<file path="src/verilog/matmul_pkg.sv">
`default_nettype none

package matmul_pkg;

  // element width and full precision sum width
  localparam int data_w = 16;
  localparam int acc_w = 2 * data_w;

  // square array so one lane per row and per column
  localparam int array_n = 4;

  // operand memory of 128 words
  localparam int addr_w = 7;

  typedef logic [data_w-1:0] data_t;
  typedef logic [acc_w-1:0] acc_t;
  // lane 0 sits in the low bits
  typedef logic [array_n-1:0][data_w-1:0] lane_vec_t;
  typedef logic [addr_w-1:0] addr_t;
  typedef logic [4:0] cnt_t;

  // parked on the last word while not fetching
  localparam addr_t addr_idle = addr_t'(2 ** addr_w - 1);
  // four words per operand plus fill and drain
  localparam cnt_t done_cnt = cnt_t'(4 * array_n - 2 + 4);
  // row 0 grabs its results here and row i follows i cycles later
  localparam cnt_t latch_base = cnt_t'(array_n + 7);

endpackage

`default_nettype wire

</file>
<file path="src/verilog/input_skew.sv">
`timescale 1ns/1ps
`default_nettype none

// staircase delay so lane i enters the grid i cycles late
module input_skew (
  input  logic                  clk,
  input  logic                  reset,
  input  logic                  clear,
  input  matmul_pkg::lane_vec_t data_in,
  output matmul_pkg::lane_vec_t data_out
);

  // lane 0 goes straight through
  assign data_out[0] = data_in[0];

  for (genvar lane = 1; lane < matmul_pkg::array_n; lane++) begin : g_lane
    // one register per cycle of delay
    matmul_pkg::data_t dly [lane];

    always_ff @(posedge clk) begin
      if (reset || clear) begin
        // flush leftovers from an earlier run
        for (int s = 0; s < lane; s++) begin
          dly[s] <= '0;
        end
      end else begin
        dly[0] <= data_in[lane];
        for (int s = 1; s < lane; s++) begin
          dly[s] <= dly[s-1];
        end
      end
    end

    // oldest stage drives the lane
    assign data_out[lane] = dly[lane-1];
  end

endmodule

`default_nettype wire

</file>
<file path="config.mk">
export PLATFORM = sky130hd
export DESIGN_NAME = input_skew
export DESIGN_NICKNAME = d
export VERILOG_FILES = /design/src/verilog/matmul_pkg.sv /design/src/verilog/input_skew.sv
export SDC_FILE = /design/constraint.sdc
export NUM_CORES = 1
export LEC_CHECK = 0
export BUFFER_PORTS_ARGS = -buffer_cell sky130_fd_sc_hd__buf_4
export CAP_MARGIN = 20
export CORE_UTILIZATION = 40
export DETAILED_ROUTE_END_ITERATION = 7
export PLACE_DENSITY = 0.77
export SYNTH_ARGS = -nofsm -noshare
export SYNTH_HDL_FRONTEND = slang
export SYNTH_SLANG_ARGS = --single-unit
</file>
<file path="constraint.sdc">
create_clock -name clk -period 0.8 [get_ports clk]
set_input_delay 0.04 -clock clk [delete_from_list [all_inputs] [get_ports clk]]
set_output_delay 0.04 -clock clk [all_outputs]
set_load 0.02 [all_outputs]
</file>
-- After elaboration in Yosys (flattened, before gate mapping)
Memories as Yosys holds them, arrays and structs flattened.
Cells that the tools add are included.
- logic and storage cells: 20
- flip-flop bits (word level): 0
- input bits: 67
- output and inout port bits: 64
- memory bits (writable): 96
- memories kept: 3
- memory list (name ; depth ; width ; rd ports ; clocked after Yosys merged registers in ; write ports ; line ; source):
    g_lane[3].dly ; 3 ; 16 ; 3 ; 0 ; 3 ; input_skew.sv:18 ; matmul_pkg::data_t dly [lane];
    g_lane[2].dly ; 2 ; 16 ; 2 ; 0 ; 2 ; input_skew.sv:18 ;
    g_lane[1].dly ; 1 ; 16 ; 1 ; 0 ; 1 ; input_skew.sv:18 ;
- multiplexer cells: 10
- reduce and logical (&&, ||, !) cells: 2
- bitwise logic cells: 5
- operators with widths (operator ; count):
    $mux W16 ; 6
    $reduce_or A16 Y1 ; 1
    $or A1 B1 Y1 ; 5
    $mux W1 ; 4
    $logic_or A1 B1 Y1 ; 1

-- Depth between registers and ports, before layout
Gate-level depths: netlist (run 1).
- depth in word-level cells: 4
- depth in mapped cells: 4
- gate-level depth less buffers: 1

-- Worst setup path after synthesis (run 1)
OpenSTA, ideal clock, no wires.
- kind: input-to-reg
- start point: input port reset
- end point: memory g_lane[1].dly[0][0] (netlist bit)
- data arrival time: 0.569 ns
- setup time: 0.072 ns
- buffers on the path: 3
- stages: 4
- required time: 0.728 ns
- setup slack: 0.159 ns
- cell sequence: buf_2 buf_6 buf_6 nor3b_2
- word-level cells in the longest chain between the ends: 4
- elaborated cells between the ends (all ways): 7
- those cells by class: 5 x mux; 2 x reduce/logical
- ends and longest elaborated chain (item ; line ; source):
    from (decl) ; input_skew.sv:7 ; input logic reset,
    $logic_or A1 B1 Y1 * ; input_skew.sv:21 ; if (reset || clear) begin
    $mux W1, on equally long branches ; input_skew.sv:27, input_skew.sv:21 ;
    $reduce_or A16 Y1 (no line) / $mux W1 (equally long branches) ; -- ;
    $mux W16 (no line) / $mux W1 (equally long branches) ; -- ;
    to (decl) ; input_skew.sv:18 ;
Every way passes the cells marked *; elsewhere a longest branch is shown, timed or not.

==> results of run 1 <==
-- Yosys cell counts --
cell	count
buf_2	11
buf_4	48
buf_6	11
dfxtp_1	96
nor3b_1	56
nor3b_2	40
-- cell usage in the layout (no fill, tap or decap), drive strengths merged --
master	instances
dlygate4sd3	52
clkinvlp	3
nor3b	96
buf	104
bufinv	1
dfxtp	96
clkbuf	12
-- per-stage QoR --
step,worst slack (ps),cell area [sq um],util,hold WS (ps)
after floorplan,158.8,3382,-,192.6
after global placement,121.3,3830,0.4661,80.14
after detailed placement,63.35,3830,0.4661,80.14
after CTS,-67.63,4777,0.5814,80.14
after global routing,-92.38,4803,0.5846,80.03
final,-48.02,4803,0.5846,80.01
-- layer usage --
layer  vias up  global-route usage  wire, um
met5         -                   0         0
met4         0             0.07821       127
met3        14             0.04450       340
met2        77              0.2713      3341
met1       948              0.1699      2666
li1       1011                   -         -
-- cell type report --
cell class                      count  area, sq um  share of cell area
Clock buffer                       12        155.1             0.03230
Timing Repair Buffer              156         1556              0.3240
Sequential cell                    96         1982              0.4126
Clock inverter                      4        52.55             0.01094
Multi-Input combinational cell     96        925.9              0.1928
Tap cell                          105        131.4             0.02735
-- worst min path at each step --
stage / endpoint / from
6_report: data_out[15] / data_in[15]
5_1_grt: data_out[15] / data_in[15]
4_1_cts: data_out[13] / data_in[13]
3_5_place_dp: data_out[13] / data_in[13]
3_3_place_gp: data_out[13] / data_in[13]
2_1_floorplan: data_out[0] / data_in[0]
-- power by group through the flow --
stage / registers (mW) / logic, mW / clock network [mW]
after floorplan: 5.07 / 0.521 / 0
after global placement: 5.04 / 0.705 / 0
after detailed placement: 5.04 / 0.719 / 0
after CTS: 4.95 / 0.948 / 3.30
after global routing: 4.96 / 1.03 / 3.53
final: 4.95 / 0.966 / 3.17
-- what timing repair did --
| item | in CTS | in global routing |
|---|---|---|
| hold buffers | 50 | 4 |
| endpoints found under the hold margin | 52 | 5 |
| setup endpoints to repair | 48 | 53 |
| gates resized for setup | 95 | 2 |
-- cells by family (layout without fill, tap and decap cells) --
logic type	Yosys count	count (layout)	share of synthesized area
AND/OR/NAND/NOR	96	96	0.2723
flip-flops	96	96	0.5683
buffers and inverters	70	172	0.1595
==> Flow_metrics.wiki, run 1 <==
{| class="wikitable"
! Metric !! Value
|-
| Count of different cell masters after synthesis || 6
|-
| Number of max-slew violations in the final report || 0
|-
| Start point of the critical path || g_lane[3].dly[0][46]$_SDFF_PP0_
|-
| Pwr dens || 1891 mW/mm^2
|-
| Pin slew with the least headroom to its limit || ~230 ps
|-
| Mapped cell area || around 0.0034 sq mm
|-
| Share of Yosys cell area claimed by the top area cell type || 0.5683
|-
| Net switching power || around 2.0 mW
|-
| Worst path setup slack after routing || -48.02 ps
|-
| Status || finished with violations
|-
| Endpoint class of the critical path || primary output
|-
| Number of clock buffers inserted by TritonCTS || 9
|-
| Final routed wire length divided by cell count || 13.81 um
|-
| Warnings, synthesis || 0
|-
| Share of the clock period used by the worst path || 1.060
|-
| Pin count of the biggest net entering global routing || 34
|-
| Number of global-route vias before repair || 2197
|-
| Post-CTS setup buffer count || 0
|-
| Max stage delay on crit path || 350 ps
|-
| Flip-flop and latch count after synthesis || 96
|-
| Required @ worst endpoint || approximately 760 ps
|-
| Proportion of layout cells with a drive suffix above 1 || 0.5714
|-
| DR DRC count || 0
|-
| Width of the die || 93.95 um
|-
| Critical Path Stages || 1
|-
| Violation count after the first detailed-route iteration || 53
|-
| Worst ir drop on vdd || 0.9826 mV
|-
| Crit start category || flop
|-
| Source of the worst register-to-register timing path || g_lane[3].dly[0][22]$_SDFF_PP0_
|-
| Area leader, netlist || dfxtp_1
|-
| Total grt overflow || 0
|-
| Number of cells produced by synthesis || 262
|-
| Number of antenna repair diodes || 0
|-
| Buffers plus inverters on the worst setup path || 1
|-
| CTS Root Buffer Type || clkbuf_8
|-
| Setup CP Type || flop to primary output
|-
| Share of total power in the clock network || 0.349
|-
| Number of vias in the routed layout || 2050
|-
| Seq/Total Area, Yosys || 0.5683
|-
| Number of hold-slack violations in the final timing report || 0
|-
| Clock-pin slew of the registers on the worst-case setup and hold paths || 100 ps
|-
| Number of buffers on the longest clock path || 2
|-
| Fmax || between 1000 and 1500 MHz
|-
| Via density per instance || 4.371
|-
| Total design power || 9.083 mW
|-
| Leading cell types by total area after synthesis || dfxtp_1 57%, nor3b_2 15%, nor3b_1 12%, buf_4 11%, buf_6 3.7%
|-
| DRT Wirelength || 6475 um
|-
| GP Congestion || roughly 0.64
|-
| Cells along the critical path || buf_6
|-
| Critical R2R Capture || g_lane[3].dly[0][38]$_SDFF_PP0_
|-
| Ports placed on the boundary || ~130
|-
| Detailed Place HPWL || 3540 um
|-
| Min Tclk post-route || 848.0 ps
|-
| Area added between synthesis and finish || 42.03%
|-
| Critical-path top delay cell || dfxtp_2
|-
| Depth of the most critical reg-to-reg path || 1
|-
| Count of endpoints failing setup in the final report || 49
|-
| Number of I/O port buffers || between 90 and 100
|-
| End point of the critical path || data_out[62]
|-
| Cell family contributing the most delay on the critical path || flip-flops
|-
| Largest registers || g_lane.dly (96)
|-
| # Max-Cap Violations || 0
|-
| Overall die height || 93.95 um
|-
| Violations in the final reports || setup timing
|-
| Clk_lat worst skew || 340 ps
|-
| CP Max Fanout || 1
|-
| Arr. time, crit path || 810 ps
|-
| Total number of clock tree sinks || 96
|-
| Count of filler cells inserted in the layout || 651
|-
| Avg Cell Area, Syn || around 13 sq um
|-
| Pre-Repair DR Iteration Count || 4
|-
| Clock tree from TritonCTS || yes
|-
| Register with the most flip-flops || g_lane.dly
|-
| RSZ-0062 raised after global routing || yes
|-
| Number of instances in the placed design || 401
|-
| Headroom to the max-slew limit || 0.8443
|-
| Die area || 0.008827 sq mm
|-
| Number of nets at the end of the flow || 426
|-
| # H-tree levels || 3
|-
| Hold Path Stages || 0
|-
| Type of the most critical hold path || primary input to primary output
|-
| Core Rows || 33
|-
| Number of antenna violations at the first check in global routing || 0
|-
| Reported leakage power || 1.887 nW
|-
| Max Clock Skew || 14.39 ps
|-
| Number of routed nets with antenna violations || 0
|-
| Core Box Area || 0.008217 sq mm
|-
| Worst-case register-to-register setup slack || around 220 ps
|-
| Part of the total power dissipated in combinational logic || 0.106
|-
| Max reg flops || 96
|-
| Internal power component || 7.114 mW
|-
| Wire length of the first global-routing pass || 10350 um
|-
| Number of standard cells in the layout, taps in and fillers out || between 400 and 500
|-
| Mapped Nets || 329
|-
| Switching Share || 0.2168
|-
| Total track usage || 0.1550
|-
| Starting density of the core || 0.4116
|-
| Setup Total Neg Slack || -1054 ps
|-
| Reg power frac || 0.545
|}
Note: power is estimated with default switching activity, not from simulation.
==> run 2: changes to the inputs <==
- CTS_BUF_LIST: unset -> sky130_fd_sc_hd__clkbuf_4
- SKIP_LAST_GASP: unset -> 1
==> Flow_metrics.wiki, run 2 (same netlist as run 1, synthesis figures left out) <==
{| class="wikitable"
! Metric !! Value
|-
| Post-placement cell area || 0.003830 sq mm (unchanged)
|-
| Clock tree from TritonCTS || yes
|-
| Core utilization of the finished layout || 0.5751 (-0.009442)
|-
| Starting density of the core || 0.4116 (unchanged)
|-
| Number of buffers on the longest clock path || 2 (unchanged)
|-
| Core Box Area || 0.008217 sq mm (unchanged)
|-
| Clk_lat worst skew || 420 ps (+80 ps)
|-
| Depth of the most critical reg-to-reg path || 1 (unchanged)
|-
| Cells along the critical path || buf_6
|-
| Buffers plus inverters on the worst setup path || 1 (unchanged)
|-
| Register with the most flip-flops || g_lane.dly
|-
| Worst path setup slack after routing || -136.5 ps (-88.50 ps)
|-
| Cell family contributing the most delay on the critical path || flip-flops
|-
| Source of the worst register-to-register timing path || g_lane[3].dly[0][28]$_SDFF_PP0_
|-
| Pin count of the biggest net entering global routing || 34 (unchanged)
|-
| DR DRC count || 0 (unchanged)
|-
| Hold path startpoint || clear
|-
| Switching Share || 0.2289 (+0.01211)
|-
| GP Congestion || 0.6396 (unchanged)
|-
| Pin slew with the least headroom to its limit || 311.0 ps (+78.29 ps)
|-
| Number of routed nets with antenna violations || 0 (unchanged)
|-
| Number of clock buffers inserted by TritonCTS || 9 (unchanged)
|-
| Status || finished with violations
|-
| Post-CTS setup buffer count || 0 (unchanged)
|-
| Required @ worst endpoint || 760 ps (about the same)
|-
| Clock-pin slew of the registers on the worst-case setup and hold paths || 150 ps (+50 ps)
|-
| CTS Root Buffer Type || clkbuf_4
|-
| Crit start category || flop
|-
| Number of vias in the routed layout || 2063 (+0.63%)
|-
| Number of global-route vias before repair || 2187 (-0.46%)
|-
| End point of the critical path || data_out[32]
|-
| Max Clock Skew || 20.99 ps (+6.600 ps)
|-
| Detailed Place HPWL || 3540 um (unchanged)
|-
| Critical Path Stages || 1 (unchanged)
|-
| Leading cell types in the layout, fill and taps excluded || 56 x nor3b_1, 52 x dlygate4sd3_1, 50 x buf_4
|-
| Die area || 0.008827 sq mm (unchanged)
|-
| Worst ir drop on vdd || 1.061 mV (+7.9%)
|-
| Number of hold-slack violations in the final timing report || 0 (unchanged)
|-
| Worst-case register-to-register setup slack || 180 ps (-40 ps)
|-
| Overall die height || 93.95 um (unchanged)
|-
| RSZ-0062 raised after global routing || yes
|-
| Internal power component || 6.470 mW (-9.1%)
|-
| Fmax || 1068 MHz (-9.4%)
|-
| Pwr dens || 1775 mW/mm^2 (-6.1%)
|-
| Reg power frac || 0.590 (+0.045)
|-
| Setup CP Type || flop to primary output
|-
| Total track usage || 0.1550 (about the same)
|-
| Core Rows || 33 (unchanged)
|-
| Net switching power || 1.920 mW (-2.5%)
|-
| Number of nets at the end of the flow || 426 (unchanged)
|-
| Area added between synthesis and finish || 39.73%
|-
| Ports placed on the boundary || 131 (unchanged)
|-
| Share of the clock period used by the worst path || 1.171 (+0.1106)
|-
| Most common cell after layout, fill and taps aside || nor3b_1
|-
| Critical-path top delay cell || dfxtp_2
|-
| Number of max-slew violations in the final report || 0 (unchanged)
|-
| Start point of the critical path || g_lane[2].dly[0][16]$_SDFF_PP0_
|-
| Share of total power in the clock network || 0.295 (-0.054)
|-
| Max stage delay on crit path || 350 ps (about the same)
|-
| Part of the total power dissipated in combinational logic || 0.115 (+0.009)
|-
| CP Max Fanout || 1 (unchanged)
|-
| Min Tclk post-route || 936.5 ps (+88.50 ps)
|-
| Fin area || 0.004726 sq mm (-1.6%)
|-
| Total grt overflow || 0 (unchanged)
|-
| DRT Wirelength || 6429 um (-0.71%)
|-
| Violations in the final reports || setup timing
|-
| Via density per instance || 4.399 (+0.63%)
|-
| Endpoint class of the critical path || primary output
|-
| # H-tree levels || 3 (unchanged)
|-
| Number of I/O port buffers || 98 (unchanged)
|-
| Max reg flops || 96 (unchanged)
|-
| Wire length of the first global-routing pass || 10290 um (-0.61%)
|-
| Width of the die || 93.95 um (unchanged)
|-
| # Max-Cap Violations || 0 (unchanged)
|-
| Proportion of layout cells with a drive suffix above 1 || 0.5659 (-0.005495)
|-
| Total design power || 8.390 mW (-7.6%)
|-
| Setup Total Neg Slack || -5420 ps (-4366 ps)
|-
| Total number of clock tree sinks || 96 (unchanged)
|-
| Pre-Repair DR Iteration Count || 4 (unchanged)
|-
| Number of antenna repair diodes || 0 (unchanged)
|-
| Pre-CTS setup slack || 63.35 ps (unchanged)
|-
| Largest registers || g_lane.dly (96)
|-
| Final routed wire length divided by cell count || 13.71 um (-0.71%)
|-
| Reported leakage power || 1.854 nW (-1.7%)
|-
| Number of antenna violations at the first check in global routing || 0 (unchanged)
|-
| Type of the most critical hold path || primary input to flop
|-
| Count of endpoints failing setup in the final report || 48 (-2.0%)
|-
| Arr. time, crit path || 900 ps (+90 ps)
|-
| Critical R2R Capture || g_lane[3].dly[0][44]$_SDFF_PP0_
|-
| Violation count after the first detailed-route iteration || 48 (-9.4%)
|-
| Headroom to the max-slew limit || 0.7920 (-0.05236)
|}
run 2: cell count changes in the layout (fill, tap and decap cells not counted), sizes merged:
cell and delta:
clkbuf -2, clkinv +2
run 2: power by group through the flow:
stage	sequential (mW)	clock (mW)	combinational, mW
5_1_grt	4.97	2.81	1.03
2_1_floorplan	5.07	0	0.521
3_5_place_dp	5.04	0	0.719
4_1_cts	4.95	2.57	0.949
3_3_place_gp	5.04	0	0.705
6_report	4.95	2.48	0.962
run 2: cell type report:
type / instances / area [sq um]
clock buffers: 10 / 75.07
clock inverters: 6 / 60.06
fillers: 658 / 3491
multi-input cells: 96 / 920.9
flip-flops and latches: 96 / 1982
well taps: 105 / 131.4
repair buffers: 156 / 1556
run 2: repair_timing:
item                                    in CTS  in global routing
endpoints found under the hold margin       52                  1
hold buffers                                50                  2
resized for setup                           95                  1
endpoints found under the setup margin      48                 48
run 2: how the worst min path moves through the flow:
stage                                      end  slack (ps)  depth (start not counted)
5_1_grt        g_lane[3].dly[0][45]$_SDFF_PP0_           2                          3
3_3_place_gp                      data_out[13]          80                          0
3_5_place_dp                      data_out[13]          80                          0
6_report       g_lane[3].dly[0][46]$_SDFF_PP0_          40                          3
2_1_floorplan                      data_out[0]         190                          1
4_1_cts        g_lane[3].dly[0][41]$_SDFF_PP0_           5                          3
run 2: through the flow:
step | std cells | hold slack (ps)
5_1_grt | 469 | 2.164
6_report | 469 | 35.69
2_1_floorplan | 262 | 192.6
3_3_place_gp | 401 | 80.14
4_1_cts | 467 | 5.478
3_5_place_dp | 401 | 80.14
run 2: routing by layer:
| layer | track usage | wire length (um) |
|---|---|---|
| met2 | 0.2737 | 3303 |
| met3 | 0.04531 | 365 |
| met1 | 0.1658 | 2576 |
| met5 | 0 | 0 |
| met4 | 0.08205 | 183 |
==> run 3: changes to the inputs <==
- CORE_UTILIZATION: 40 -> 45
- PLACE_DENSITY: 0.77 -> 0.85
==> Flow_metrics.wiki, run 3 (same netlist as run 1, synthesis figures left out) <==
{| class="wikitable"
! Metric !! Value
|-
| CTS Root Buffer Type || clkbuf_4
|-
| Total grt overflow || 0 (unchanged)
|-
| DR top layer || met4
|-
| Total track usage || 0.1772 (+0.02221)
|-
| Number of routed nets with antenna violations || 0 (unchanged)
|-
| Via density per instance || 4.496 (+2.2%)
|-
| Starting density of the core || 0.4663 (+0.05467)
|-
| Clock tree from TritonCTS || yes
|-
| Detailed-routed wire length on met3 || 386 um (+5.8%)
|-
| Number of I/O port buffers || 98 (unchanged)
|-
| Headroom to the max-slew limit || 0.7379 (-0.05402)
|-
| Clk_lat worst skew || 430 ps (about the same)
|-
| Core Box Area || 0.007253 sq mm (-12%)
|-
| Setup Total Neg Slack || -6397 ps (-977.4 ps)
|-
| Critical-path top delay cell || dfxtp_2
|-
| Number of vias in the routed layout || 2104 (+2.0%)
|-
| Clock-pin slew of the registers on the worst-case setup and hold paths || 150 ps (about the same)
|-
| Cells along the critical path || buf_6
|-
| DRT Wirelength || 6969 um (+8.4%)
|-
| Die area || 0.007866 sq mm (-11%)
|-
| Setup CP Type || flop to primary output
|-
| Min-Delay Endpoint || g_lane[3].dly[0][36]$_SDFF_PP0_
|-
| Max reg flops || 96 (unchanged)
|-
| Worst path setup slack after routing || -165.7 ps (-29.13 ps)
|-
| Total design power || 8.156 mW (-2.8%)
|-
| Hold Path Stages || 3 (unchanged)
|-
| Number of clock buffers inserted by TritonCTS || 9 (unchanged)
|-
| Buffers plus inverters on the worst setup path || 1 (unchanged)
|-
| CP Max Fanout || 1 (unchanged)
|-
| Crit start category || flop
|-
| Smallest hold slack || 24.30 ps (-11.39 ps)
|-
| Overall die height || 88.69 um (-5.6%)
|-
| Post-CTS setup buffer count || 0 (unchanged)
|-
| Number of antenna repair diodes || 0 (unchanged)
|-
| Arr. time, crit path || 930 ps (+30 ps)
|-
| Worst-case register-to-register setup slack || 130 ps (-50 ps)
|-
| RSZ-0062 raised after global routing || yes
|-
| Number of buffers on the longest clock path || 2 (unchanged)
|-
| Fmax || 1036 MHz (-3.0%)
|-
| Cell family contributing the most delay on the critical path || flip-flops
|-
| Violation count after the first detailed-route iteration || 57 (+19%)
|-
| Pin slew with the least headroom to its limit || 393.1 ps (+82.06 ps)
|-
| Hold path startpoint || clear
|-
| Core utilization of the finished layout || 0.6562 (+0.08105)
|-
| Post-Route M1 WL || 2617 um (+1.6%)
|-
| Wire length of the first global-routing pass || 10100 um (-1.8%)
|-
| Met2 wire length || 3817 um (+16%)
|-
| Number of hold-slack violations in the final timing report || 0 (unchanged)
|-
| Number of global-route vias before repair || 2173 (-0.64%)
|-
| Total number of clock tree sinks || 96 (unchanged)
|-
| Min Tclk post-route || 965.7 ps (+29.13 ps)
|-
| Endpoint class of the critical path || primary output
|-
| Pin count of the biggest net entering global routing || 34 (unchanged)
|-
| Ports placed on the boundary || 131 (unchanged)
|-
| GP Congestion || 0.7305 (+14%)
|-
| Largest registers || g_lane.dly (96)
|-
| Proportion of layout cells with a drive suffix above 1 || 0.5691 (+0.003172)
|-
| Max stage delay on crit path || 380 ps (+30 ps)
|-
| Number of antenna violations at the first check in global routing || 0 (unchanged)
|-
| Pre-Repair DR Iteration Count || 4 (unchanged)
|-
| Final routed wire length divided by cell count || 14.89 um (+8.6%)
|-
| Core Rows || 31 (-6.1%)
|-
| Depth of the most critical reg-to-reg path || 1 (unchanged)
|-
| Register with the most flip-flops || g_lane.dly
|-
| Area added between synthesis and finish || 40.73%
|-
| Count of endpoints failing setup in the final report || 55 (+15%)
|-
| Type of the most critical hold path || primary input to flop
|-
| Leading cell types in the layout, fill and taps excluded || 54 x nor3b_1, 54 x dlygate4sd3_1, 51 x buf_4
|-
| Share of the clock period used by the worst path || 1.207 (+0.03642)
|-
| Reported leakage power || 1.892 nW (+2.1%)
|-
| # Max-Cap Violations || 0 (unchanged)
|-
| Violations in the final reports || setup timing
|-
| Required @ worst endpoint || 760 ps (about the same)
|-
| Worst ir drop on vdd || 1.280 mV (+21%)
|-
| Pwr dens || 1714 mW/mm^2 (-3.5%)
|-
| Width of the die || 88.69 um (-5.6%)
|-
| # H-tree levels || 3 (unchanged)
|-
| DR DRC count || 0 (unchanged)
|-
| Status || finished with violations
|-
| Critical R2R Capture || g_lane[3].dly[0][39]$_SDFF_PP0_
|-
| Detailed Place HPWL || 3720 um (+5.1%)
|-
| Source of the worst register-to-register timing path || g_lane[3].dly[0][23]$_SDFF_PP0_
|-
| Max Clock Skew || 16.55 ps (-4.433 ps)
|-
| Number of nets at the end of the flow || 431 (+1.2%)
|-
| Number of max-slew violations in the final report || 0 (unchanged)
|}
==> run 3: cell types whose count changed in the layout (fill, tap and decap cells not counted), moves of 2 or more <==
cell	before	now
clkinv_2	0	2
dlygate4sd3_1	52	54
dlymetal6s4s_1	0	2
nor3b_1	56	54
nor3b_2	40	42
==> run 3: layer usage <==
metal | global-route usage | vias up
li1 | - | 1024
met1 | 0.1810 | 984
met2 | 0.3308 | 78
met3 | 0.05970 | 18
met4 | 0.07038 | 0
met5 | 0 | -
==> run 3: metrics by stage <==
stage | worst slack [ps] | area, sq um | std cells
final | -165.7 | 4760 | 468
after global routing | -211.0 | 4760 | 468
after CTS | -183.4 | 4713 | 465
after detailed placement | 28.78 | 3830 | 396
after global placement | 105.1 | 3830 | 396
after floorplan | 158.8 | 3382 | 262
==> run 3: final cells by class <==
type                    instances  area (sq um)
repair buffers                161          1609
clock buffers                   9         67.56
clock inverters                 7         46.29
multi-input cells              96         930.9
well taps                      99         123.9
flip-flops and latches         96          1982
fillers                       518          2494
==> run 3: worst max path at each step <==
| stage | slack (ps) | startpoint | cells after the start | to |
|---|---|---|---|---|
| floorplan | 160 | reset | 4 | g_lane[1].dly[0][0]$_SDFF_PP0_ |
| global placement | 110 | clear | 3 | g_lane[2].dly[0][20]$_SDFF_PP0_ |
| detailed placement | 30 | reset | 3 | g_lane[3].dly[0][0]$_SDFF_PP0_ |
| CTS | -180 | g_lane[3].dly[0][33]$_SDFF_PP0_ | 1 | data_out[49] |
| global route | -210 | g_lane[2].dly[0][19]$_SDFF_PP0_ | 1 | data_out[35] |
| finish | -170 | g_lane[3].dly[0][38]$_SDFF_PP0_ | 1 | data_out[54] |
==> run 3: power breakdown <==
group / internal (mW) / switching, mW
clock: 0.634 / 1.57
combinational: 0.605 / 0.390
sequential: 4.92 / 0.0407
==> run 3: repair_timing <==
item,CTS,global route
endpoints found under the hold margin,59,8
resized for setup,95,5
pin swaps,0,0
endpoints found under the setup margin,48,63
hold buffers,53,5
